### config.mk
export PLATFORM = sky130hd
export DESIGN_NAME = hazard_top
export DESIGN_NICKNAME = d
export VERILOG_FILES = /design/src/common/hazard_pkg.sv /design/src/id_fields_decode.sv /design/src/pending_slot.sv /design/src/fwd_stall_merge.sv /design/src/hazard_top.sv
export SDC_FILE = /design/constraint.sdc
export NUM_CORES = 1
export LEC_CHECK = 0
export BUFFER_PORTS_ARGS = -buffer_cell sky130_fd_sc_hd__buf_2
export CAP_MARGIN = 0
export CORE_ASPECT_RATIO = 1.2
export CORE_UTILIZATION = 50
export CTS_BUF_LIST = sky130_fd_sc_hd__clkbuf_16
export DETAILED_ROUTE_END_ITERATION = 8
export MAX_ROUTING_LAYER = met4
export PLACE_DENSITY = 0.88
export REMOVE_ABC_BUFFERS = 1
export SYNTH_ARGS = -nofsm -noshare
export SYNTH_HDL_FRONTEND = slang
export SYNTH_HIERARCHICAL = 1
export SYNTH_SLANG_ARGS = --single-unit
### constraint.sdc
create_clock -name clk -period 2.3 [get_ports clk]
set_input_delay 0.345 -clock clk [delete_from_list [all_inputs] [get_ports clk]]
set_output_delay 0.345 -clock clk [all_outputs]
set_load 0.05 [all_outputs]
### src/common/hazard_pkg.sv
package hazard_pkg;

    // basic widths
    localparam int INST_W     = 32;
    localparam int REG_ADDR_W = 5;
    localparam int OPC_W      = 7;
    localparam int FWD_SEL_W  = 2;

    // stages after ID: slot 0 is EX, slot 1 MEM, slot 2 WB
    localparam int PIPE_DEPTH = 3;

    // field positions inside an RV64I word
    localparam int RD_LSB  = 7;
    localparam int RS1_LSB = 15;
    localparam int RS2_LSB = 20;

    typedef logic [INST_W-1:0]     inst_t;
    typedef logic [REG_ADDR_W-1:0] reg_addr_t;
    typedef logic [OPC_W-1:0]      opcode_t;
    typedef logic [FWD_SEL_W-1:0]  fwd_sel_t;   // slot index + 1, 0 = register file

    localparam reg_addr_t REG_X0   = '0;
    localparam fwd_sel_t  FWD_NONE = '0;

    // major opcodes
    localparam opcode_t OPC_LOAD      = 7'b0000011;
    localparam opcode_t OPC_STORE     = 7'b0100011;
    localparam opcode_t OPC_BRANCH    = 7'b1100011;
    localparam opcode_t OPC_OP        = 7'b0110011;
    localparam opcode_t OPC_OP_IMM    = 7'b0010011;
    localparam opcode_t OPC_OP_32     = 7'b0111011;
    localparam opcode_t OPC_OP_IMM_32 = 7'b0011011;
    localparam opcode_t OPC_LUI       = 7'b0110111;
    localparam opcode_t OPC_AUIPC     = 7'b0010111;
    localparam opcode_t OPC_JAL       = 7'b1101111;
    localparam opcode_t OPC_JALR      = 7'b1100111;

    // operands the ID instruction actually reads
    typedef struct packed {
        reg_addr_t rs1;
        reg_addr_t rs2;
        logic      use_rs1;
        logic      use_rs2;
    } src_req_t;

    // one in-flight register write
    typedef struct packed {
        logic      valid;
        reg_addr_t rd;
        logic      is_load;   // data only ready after MEM
    } dest_t;

    // per-slot compare result for the merge
    typedef struct packed {
        logic hit_rs1;
        logic hit_rs2;
        logic is_load;
    } slot_hit_t;

endpackage

### src/id_fields_decode.sv
`timescale 1ns/1ps

module id_fields_decode import hazard_pkg::*; (
    input  inst_t    id_inst,
    input  logic     id_valid,
    input  logic     stall,      // instruction held at ID this cycle
    output src_req_t src_req,
    output dest_t    dest_in
);

    opcode_t   opcode;
    reg_addr_t rs1;
    reg_addr_t rs2;
    reg_addr_t rd;
    logic      reads_rs1;
    logic      reads_rs2;
    logic      writes_rd;
    logic      load_op;

    assign opcode = id_inst[OPC_W-1:0];
    assign rd     = id_inst[RD_LSB +: REG_ADDR_W];
    assign rs1    = id_inst[RS1_LSB +: REG_ADDR_W];
    assign rs2    = id_inst[RS2_LSB +: REG_ADDR_W];

    // read/write class per format
    always_comb begin
        reads_rs1 = 1'b0;
        reads_rs2 = 1'b0;
        writes_rd = 1'b0;
        load_op   = 1'b0;
        case (opcode)
            OPC_LOAD: begin
                reads_rs1 = 1'b1;
                writes_rd = 1'b1;
                load_op   = 1'b1;
            end
            OPC_STORE, OPC_BRANCH: begin
                reads_rs1 = 1'b1;   // no destination
                reads_rs2 = 1'b1;
            end
            OPC_OP, OPC_OP_32: begin
                reads_rs1 = 1'b1;
                reads_rs2 = 1'b1;
                writes_rd = 1'b1;
            end
            OPC_OP_IMM, OPC_OP_IMM_32, OPC_JALR: begin
                reads_rs1 = 1'b1;   // immediate takes the rs2 field
                writes_rd = 1'b1;
            end
            OPC_LUI, OPC_AUIPC, OPC_JAL: begin
                writes_rd = 1'b1;
            end
            default: begin
                // unknown opcode touches nothing
                reads_rs1 = 1'b0;
                reads_rs2 = 1'b0;
            end
        endcase
    end

    // x0 reads are constant zero, never forwarded
    assign src_req.rs1     = rs1;
    assign src_req.rs2     = rs2;
    assign src_req.use_rs1 = reads_rs1 && (rs1 != REG_X0);
    assign src_req.use_rs2 = reads_rs2 && (rs2 != REG_X0);

    // a bubble or a stalled cycle sends nothing down the chain,
    // the held word is sent again once stall drops
    assign dest_in.valid   = writes_rd && (rd != REG_X0) && id_valid && !stall;
    assign dest_in.rd      = rd;
    assign dest_in.is_load = load_op;

endmodule

### src/pending_slot.sv
`timescale 1ns/1ps

module pending_slot import hazard_pkg::*; (
    input  logic      clk,
    input  logic      rst_n,
    input  dest_t     dest_in,    // from the stage before
    input  src_req_t  src_req,    // operands of the ID instruction
    output dest_t     dest_out,
    output slot_hit_t hit
);

    dest_t held;

    // true when this stage will write the requested source
    function automatic logic src_match(
        input dest_t     d,
        input reg_addr_t src,
        input logic      use_src
    );
        logic same_reg;
        same_reg = (d.rd == src);
        return d.valid && use_src && same_reg;
    endfunction

    // advances every edge, the chain itself never holds
    always_ff @(posedge clk or negedge rst_n) begin
        if (!rst_n) begin
            held <= '0;
        end else begin
            held <= dest_in;
        end
    end

    assign dest_out = held;

    // compare against the registered record only
    always_comb begin
        hit.hit_rs1 = src_match(held, src_req.rs1, src_req.use_rs1);
        hit.hit_rs2 = src_match(held, src_req.rs2, src_req.use_rs2);
        hit.is_load = held.is_load;   // only meaningful next to a hit
    end

endmodule

### src/fwd_stall_merge.sv
`timescale 1ns/1ps

module fwd_stall_merge import hazard_pkg::*; (
    input  logic      id_valid,
    input  slot_hit_t hits [PIPE_DEPTH],   // index 0 is EX
    output logic      stall,
    output fwd_sel_t  fwd_rs1,
    output fwd_sel_t  fwd_rs2
);

    logic [PIPE_DEPTH-1:0] rs1_hits;
    logic [PIPE_DEPTH-1:0] rs2_hits;
    logic [PIPE_DEPTH-1:0] load_hits;
    fwd_sel_t              sel_rs1;
    fwd_sel_t              sel_rs2;
    logic                  load_use;

    // lowest slot index holds the newest value
    function automatic fwd_sel_t nearest_hit(input logic [PIPE_DEPTH-1:0] hv);
        fwd_sel_t sel;
        sel = FWD_NONE;
        for (int k = PIPE_DEPTH - 1; k >= 0; k--) begin
            if (hv[k]) begin
                sel = fwd_sel_t'(k + 1);   // overwritten by nearer stages
            end
        end
        return sel;
    endfunction

    // flatten the slot records into per-field vectors
    always_comb begin
        for (int k = 0; k < PIPE_DEPTH; k++) begin
            rs1_hits[k]  = hits[k].hit_rs1;
            rs2_hits[k]  = hits[k].hit_rs2;
            load_hits[k] = hits[k].is_load;
        end
    end

    assign sel_rs1 = nearest_hit(rs1_hits);
    assign sel_rs2 = nearest_hit(rs2_hits);

    // a slot 0 hit is always the winner, so a load there has no data yet
    assign load_use = (rs1_hits[0] || rs2_hits[0]) && load_hits[0];
    assign stall    = id_valid && load_use;

    // selects are meaningless for a held instruction
    always_comb begin
        if (stall) begin
            fwd_rs1 = FWD_NONE;
            fwd_rs2 = FWD_NONE;
        end else begin
            fwd_rs1 = sel_rs1;
            fwd_rs2 = sel_rs2;
        end
    end

endmodule

### src/hazard_top.sv
`timescale 1ns/1ps

module hazard_top import hazard_pkg::*; (
    input  logic     clk,
    input  logic     rst_n,
    input  logic     id_valid,
    input  inst_t    id_inst,
    output logic     stall,
    output fwd_sel_t fwd_rs1,
    output fwd_sel_t fwd_rs2
);

    src_req_t  src_req;
    dest_t     dest_chain [PIPE_DEPTH+1];   // entry 0 from decode, last one retires
    slot_hit_t slot_hits  [PIPE_DEPTH];

    id_fields_decode u_decode (
        .id_inst  (id_inst),
        .id_valid (id_valid),
        .stall    (stall),
        .src_req  (src_req),
        .dest_in  (dest_chain[0])
    );

    // one slot per stage after ID
    for (genvar k = 0; k < PIPE_DEPTH; k++) begin : g_slot
        pending_slot u_slot (
            .clk      (clk),
            .rst_n    (rst_n),
            .dest_in  (dest_chain[k]),
            .src_req  (src_req),
            .dest_out (dest_chain[k+1]),
            .hit      (slot_hits[k])
        );
    end

    fwd_stall_merge u_merge (
        .id_valid (id_valid),
        .hits     (slot_hits),
        .stall    (stall),
        .fwd_rs1  (fwd_rs1),
        .fwd_rs2  (fwd_rs2)
    );

endmodule

# [Word level (Yosys, flattened, before mapping)]
# Index checks and enable logic that the tools add are counted.
[totals] out_inout_bits=5 register_bits=19
[op_classes] reduce_logical=27 n_mux=12 eq_ne=17
[op_table] op="5-bit equality test" n=6
[op_table] op="7-bit by 6-bit equality test with 1-bit output (second input constant)" n=4
[op_table] op="7-bit by 5-bit equality test with 1-bit output (second input constant)" n=3
[op_table] op="7-bit equality test (second input constant)" n=3
[op_table] op="1-bit logical AND" n=19
[op_table] op="2-bit 2-to-1 mux" n=8
[op_table] op="5-bit nonzero test" n=3
[op_table] op="9-bit OR reduction" n=1
[op_table] op="8-bit OR reduction" n=1
[op_table] op="7-bit by 2-bit equality test with 1-bit output (second input constant)" n=1
[op_table] op="1-bit 2-to-1 mux" n=4
[op_table] op="4-bit OR reduction" n=1
[op_table] op="1-bit logical NOT" n=1
[op_table] op="1-bit logical OR" n=1

# [Longest topological paths before layout]
# Gate-level depths: netlist of run 1.
[logic_depth] depth_word=11 ltp_mapped=8 ltp_nobuf=8

# [By module]
# The synthesis of run 1 kept the hierarchy.
[modules_own_cells] module="pending_slot" n_inst=3 cells_each=24 area_each_um2=300.3
[modules_own_cells] module="id_fields_decode" n_inst=1 cells_each=39 area_each_um2=261.5
[modules_own_cells] module="fwd_stall_merge" n_inst=1 cells_each=11 area_each_um2=80.1

# [Least setup slack after synthesis of run 1]
# Ideal clock, no wire load.
[synth_timing] path_type="input port to output port" from="input id_inst[15]" to="output fwd_rs2[1]" path_buffers=0 stages=6 setup_slack_ns=-0.433 required_time_ns=1.955 t_arrival_ns=2.388 cell_sequence="or4_1 > nor2_1 > nor3_1 > nand3_1 > nor2_1 > a311oi_1"
[synth_rtl] item="from (decl)" line="hazard_top.sv:7" source="input inst_t id_inst,"
[synth_rtl] item="to (decl)" line="hazard_top.sv:10" source="output fwd_sel_t fwd_rs2"

==> results of run 1 <==
## final cells by class
type                    count  area [µm²]
fillers                   157         714
well taps                  30        37.5
multi-input cells          79         601
flip-flops and latches     19         475
repair buffers             37         220
clock buffers               3        75.1
clock inverters             1        5.00
inverters                   3        11.3
## worst max-delay path, cell delays in order
cell	delay, ns
buf_2	0.10
or4_4	0.53
nor2_4	0.13
nor3_2	0.07
nand3_1	0.10
nor2_2	0.07
o211a_4	0.27
a21oi_2	0.12
buf_6	0.17
## layer usage
layer,up-vias,global-route usage,wire length [µm]
met1,444,0.254,989
met2,40,0.369,1310
met3,6,0.0325,115
met4,0,0.137,42
met5,-,-,0
li1,436,-,-
## final timing paths
path	endpoint	slack, ns
hold reg to reg	g_slot[1].u_slot/dest_out[6]	0.41
setup / recovery	fwd_rs1[0]	0.04
max in group asynchronous	g_slot[2].u_slot/dest_out[6]	1.99
hold / removal	g_slot[0].u_slot/dest_out[1]	0.02
min in group clk	g_slot[0].u_slot/dest_out[4]	0.21
setup reg to reg	g_slot[0].u_slot/dest_out[6]	0.70
## where the power goes
group	total, µW	internal, µW	switching (µW)
Sequential	365	349	15.8
Clock	350	233	118
Combinational	128	67.3	61.0
## through the flow
step	total power [µW]	cells	util	setup TNS, ns	instance area, µm²
CTS	843	172	0.644	0	1380
finish	844	172	0.666	0	1430
global placement	486	168	0.604	-0.00418	1290
global route	888	172	0.666	-0.0344	1430
floorplan	427	101	-	-0.860	1050
detailed placement	492	168	0.604	-0.0665	1290
## repair_timing
action,CTS,global route
pin swaps,0,2
cloned,0,0
resized for setup,2,14
setup endpoints to repair,2,5
## layout by cell type, fill, tap and decap left out, types with 2 or more instances in the layout
master     instances
a21o_1             2
a21oi_2            2
a311oi_1           2
buf_2             26
buf_4              9
buf_6              2
clkbuf_16          3
dfrtp_1           19
inv_1              3
nand2_1            2
nand2b_1           3
nand3_1            7
nand4_1            6
nor2_1             8
nor2_2             2
nor2_4             2
nor3_2             2
or4_4              2
xnor2_1           30
==> flow_metrics.tcl, run 1 <==
set metrics [dict create \
    r2r-start "g_slot[0].u_slot/dest_out[1]" \
    start_util 0.550 \
    holdBufCountCts 0 \
    maxSlewHeadroom 0.727 \
    r2r_cells 6 \
    grt_max_degree 20 \
    worst-path-max-fanout 4 \
    drive_gt1_frac 0.380 \
    routedWlPerCell_um 14.3 \
    clkSinkCount 19 \
    grt_pass1_vias 863 \
    hold_viol 0 \
    skew_ns 0.000647 \
    dpl_worst_slack_ns -0.0351 \
    yosys_warnings 6 \
    drc 0 \
    layout.nets 178 \
    timing.critical_path.from "id_inst[20]" \
    clockBufferDepth 2 \
    pin_count 40 \
    fin_crit_sh 0.981 \
    setup_violations 0 \
    antenna_cells 0 \
    syn_to_final_growth_pct 21.0 \
    hpwl_mm 1.91 \
    numPortBuffers 29 \
    hold_ws_ns 0.0231 \
    synthCells 118 \
    grt_usage 0.223 \
    place_congestion 0.880 \
    fmax_mhz 443 \
    cts.clk_slew.worst_paths_ns 0.05 \
    grt_pass1_wl_mm 3.72 \
    routed-via-count 926 \
    syn_area_per_cell_um2 9.98 \
    first_iter_violations 15 \
    peakVddDrop_mv 0.528 \
    crit_path_start_kind "primary input" \
    cts_tree "done" \
    clk_root_buffer_cell "clkbuf_16" \
    min_path_type "primary input to async pin" \
    worstSkewPairLatency_ns 0.25 \
    numCtsBuffers 3 \
    maxCapViolations 0 \
    ant_nets 0 \
    tightestPinTransition_ns 0.409 \
    die-area_um2 2550 \
    post-cts-setup-buffers 0 \
    dr.pass1.iters 4 \
    slew_viol_final 0 \
    fin_crit_ns 2.26 \
    rows 18 \
    coreArea_um2 2140 \
    power_density_nw_per_um2 592 \
    p_leak_uw 0.000576 \
    netlist_area_um2 1180 \
    arrival_ns 1.91 \
    wl_mm 2.46 \
    die_x_um 46.3 \
    largest_reg_flops 19 \
    viasPerCell 5.38 \
    setup_ws_ns 0.0441 \
    crit_type "primary input to output port" \
    antenna_found_initial 0 \
    end_kind "output port" \
    gr-total-overflow 0 \
    required_ns 1.96 \
    die_y_um 55.2 \
    status "finished, final reports clean" \
    htree_levels 1 \
]
Note: power is estimated with default switching activity, not from simulation.
==> inputs of run 2 (changes only) <==
--- a/config.mk
+++ b/config.mk
@@ -5,10 +5,11 @@
 export SDC_FILE = /design/constraint.sdc
 export NUM_CORES = 1
 export LEC_CHECK = 0
+export ABC_AREA = 1
 export BUFFER_PORTS_ARGS = -buffer_cell sky130_fd_sc_hd__buf_2
 export CAP_MARGIN = 0
 export CORE_ASPECT_RATIO = 1.2
-export CORE_UTILIZATION = 50
+export CORE_UTILIZATION = 52
 export CTS_BUF_LIST = sky130_fd_sc_hd__clkbuf_16
 export DETAILED_ROUTE_END_ITERATION = 8
 export MAX_ROUTING_LAYER = met4
==> run 2 against run 1 <==
  * Final cell count is 80% higher
  * Critical path depth is 5 higher
  * Critical path type unchanged
  * First-iteration DRC count grew to 2.9 times the previous value
  * The run now ends with negative setup slack left
  * Die area is 17% higher
  * Largest power group is now clock
  * Design area is 34% higher
==> flow_metrics.tcl, run 2 <==
set metrics [dict create \
    top_layer_used "met4" \
    final_common_cell "nand2_1" \
    dpl_worst_slack_ns -0.122 \
    yosys_warnings 6 \
    grt_usage 0.267 \
    clockBufferDepth 2 \
    cp_slowest_cell "a22oi_2" \
    route.met2.wl_mm 2.22 \
    slowest_delay_ns 0.22 \
    holdBufCountCts 0 \
    violations "negative setup slack" \
    worst-path-max-fanout 4 \
    viasPerCell 4.90 \
    required_ns 1.96 \
    p_int_uw 659 \
    dp.cells 301 \
    pin_count 40 \
    status "complete, but fails checks" \
    slew_viol_final 0 \
    min_path_type "primary input to async pin" \
    setup-tns-final_ns -0.211 \
    end_kind "output port" \
    tightestPinTransition_ns 0.433 \
    hpwl_mm 2.41 \
    comb_power_share 0.190 \
    totalPowerFinal_uw 902 \
    fin_crit_ns 2.37 \
    largest_reg_flops 19 \
    numPortBuffers 29 \
    syn_area_per_cell_um2 6.07 \
    clk_root_buffer_cell "clkbuf_16" \
    cp_cell_sequence "buf_4, nor2_4, nand4_1, a22oi_2, buf_4, nand2_1, inv_1, nand2_1, nor2_1, nand2_1, nor2_2, o21bai_1, nor2_1, buf_6" \
    peakVddDrop_mv 0.589 \
    clock_power_share 0.407 \
    start_util 0.558 \
    first_iter_violations 44 \
    setup_violations 5 \
    drc 0 \
    worstSkewPairLatency_ns 0.26 \
    ant_nets 0 \
    m1WireLength_mm 1.47 \
    mostFrequentLayoutCells "nand2_1 (87), inv_1 (43), buf_4 (25)" \
    antenna_found_initial 0 \
    cts_tree "done" \
    drive_gt1_frac 0.308 \
    fin_crit_sh 1.03 \
    die_x_um 50 \
    coreArea_um2 2580 \
    htree_levels 1 \
    maxSlewHeadroom 0.711 \
    clkSinkCount 19 \
    p_sw_uw 243 \
    final_cells 309 \
    gr-total-overflow 0 \
    dr_wl_met3_um 277 \
    routedWlPerCell_um 13.2 \
    dr.pass1.iters 4 \
    antenna_cells 0 \
    power_density_nw_per_um2 473 \
    cts.clk_slew.worst_paths_ns 0.06 \
    seq_power_share 0.403 \
    crit_path_start_kind "primary input" \
    synthCells 237 \
    worst-path-buf-inv 4 \
    hold_viol 0 \
    setup_ws_ns -0.0724 \
    die-area_um2 2980 \
    skew_ns 0.00310 \
    fmax_mhz 422 \
    arrival_ns 2.03 \
    syn_to_final_growth_pct 32.6 \
    netlist_area_um2 1440 \
    rows 20 \
    fill_cells 200 \
    numCtsBuffers 3 \
    path_delay_family "simple AND/OR/NAND/NOR gates" \
    place_congestion 0.840 \
    die_y_um 59.6 \
    p_sw_frac 0.270 \
    routed-via-count 1514 \
    p_leak_uw 0.00112 \
    grt_pass1_vias 1353 \
    rsz0062_at_grt "true" \
    maxCapViolations 0 \
    grt_max_degree 20 \
    grt_pass1_wl_mm 5.62 \
    crit_type "primary input to output port" \
    layout.nets 312 \
    crit_top_cell "nand2_1" \
    wl_mm 4.09 \
]
-- run 2: path summary, 6_finish.rpt --
check / startpoint / end / slack (ns) / cells after the start
worst min register to register: g_slot[0].u_slot/dest_out[1] / g_slot[1].u_slot/dest_out[1] / 0.41 / 0
max in group asynchronous: rst_n / g_slot[0].u_slot/dest_out[1] / 1.97 / 1
worst max-delay path: id_inst[3] / fwd_rs2[1] / -0.07 / 14
worst min-delay path: rst_n / g_slot[1].u_slot/dest_out[2] / 0.02 / 1
worst max register to register: g_slot[0].u_slot/dest_out[4] / g_slot[0].u_slot/dest_out[6] / 0.48 / 13
min in group clk: id_inst[11] / g_slot[0].u_slot/dest_out[5] / 0.20 / 1
-- run 2: power groups by stage --
stage	registers, µW	clock network, µW	logic, µW
finish	363	367	171
global route	365	384	190
CTS	363	371	151
detailed placement	369	0	142
global placement	368	0	138
floorplan	366	0	68.4
-- run 2: repair_timing --
action                     4_1_cts  5_1_grt
setup buffers                    1        3
resized for setup               23       26
setup endpoints to repair        5        5
pin swaps                       15       19
-- run 2: routing by layer --
layer  vias up  GRT usage
li1        757          -
met1       671      0.291
met2        73      0.474
met3        13     0.0410
met4         0      0.122
met5         -          -
-- run 2: per-stage QoR --
step	utilization	hold WS, ns	cell area, µm²
final	0.739	0.0230	1910
after CTS	0.702	0.0337	1810
after global placement	0.636	0.303	1640
after detailed placement	0.636	0.309	1640
after global routing	0.739	0.0526	1910
after floorplan	-	0.0494	1310
-- run 2: area by class of cell --
| class | instances | area [µm²] | share of cell area |
|---|---|---|---|
| Clock buffer | 3 | 75.1 | 0.0394 |
| Tap cell | 33 | 41.3 | 0.0217 |
| Inverter | 47 | 176 | 0.0926 |
| Timing Repair Buffer | 52 | 383 | 0.201 |
| Clock inverter | 1 | 5.00 | 0.00263 |
| Multi-Input combinational cell | 154 | 749 | 0.393 |
| Sequential cell | 19 | 475 | 0.250 |
-- run 2: worst register-to-register path: cells and delay by family (launching register included) --
kind	cells	cell delay (ns)
DFF	1	0.42
buffers and inverters	4	0.45
AOI/OAI and AO/OA	1	0.14
and+or+nand+nor	8	0.73
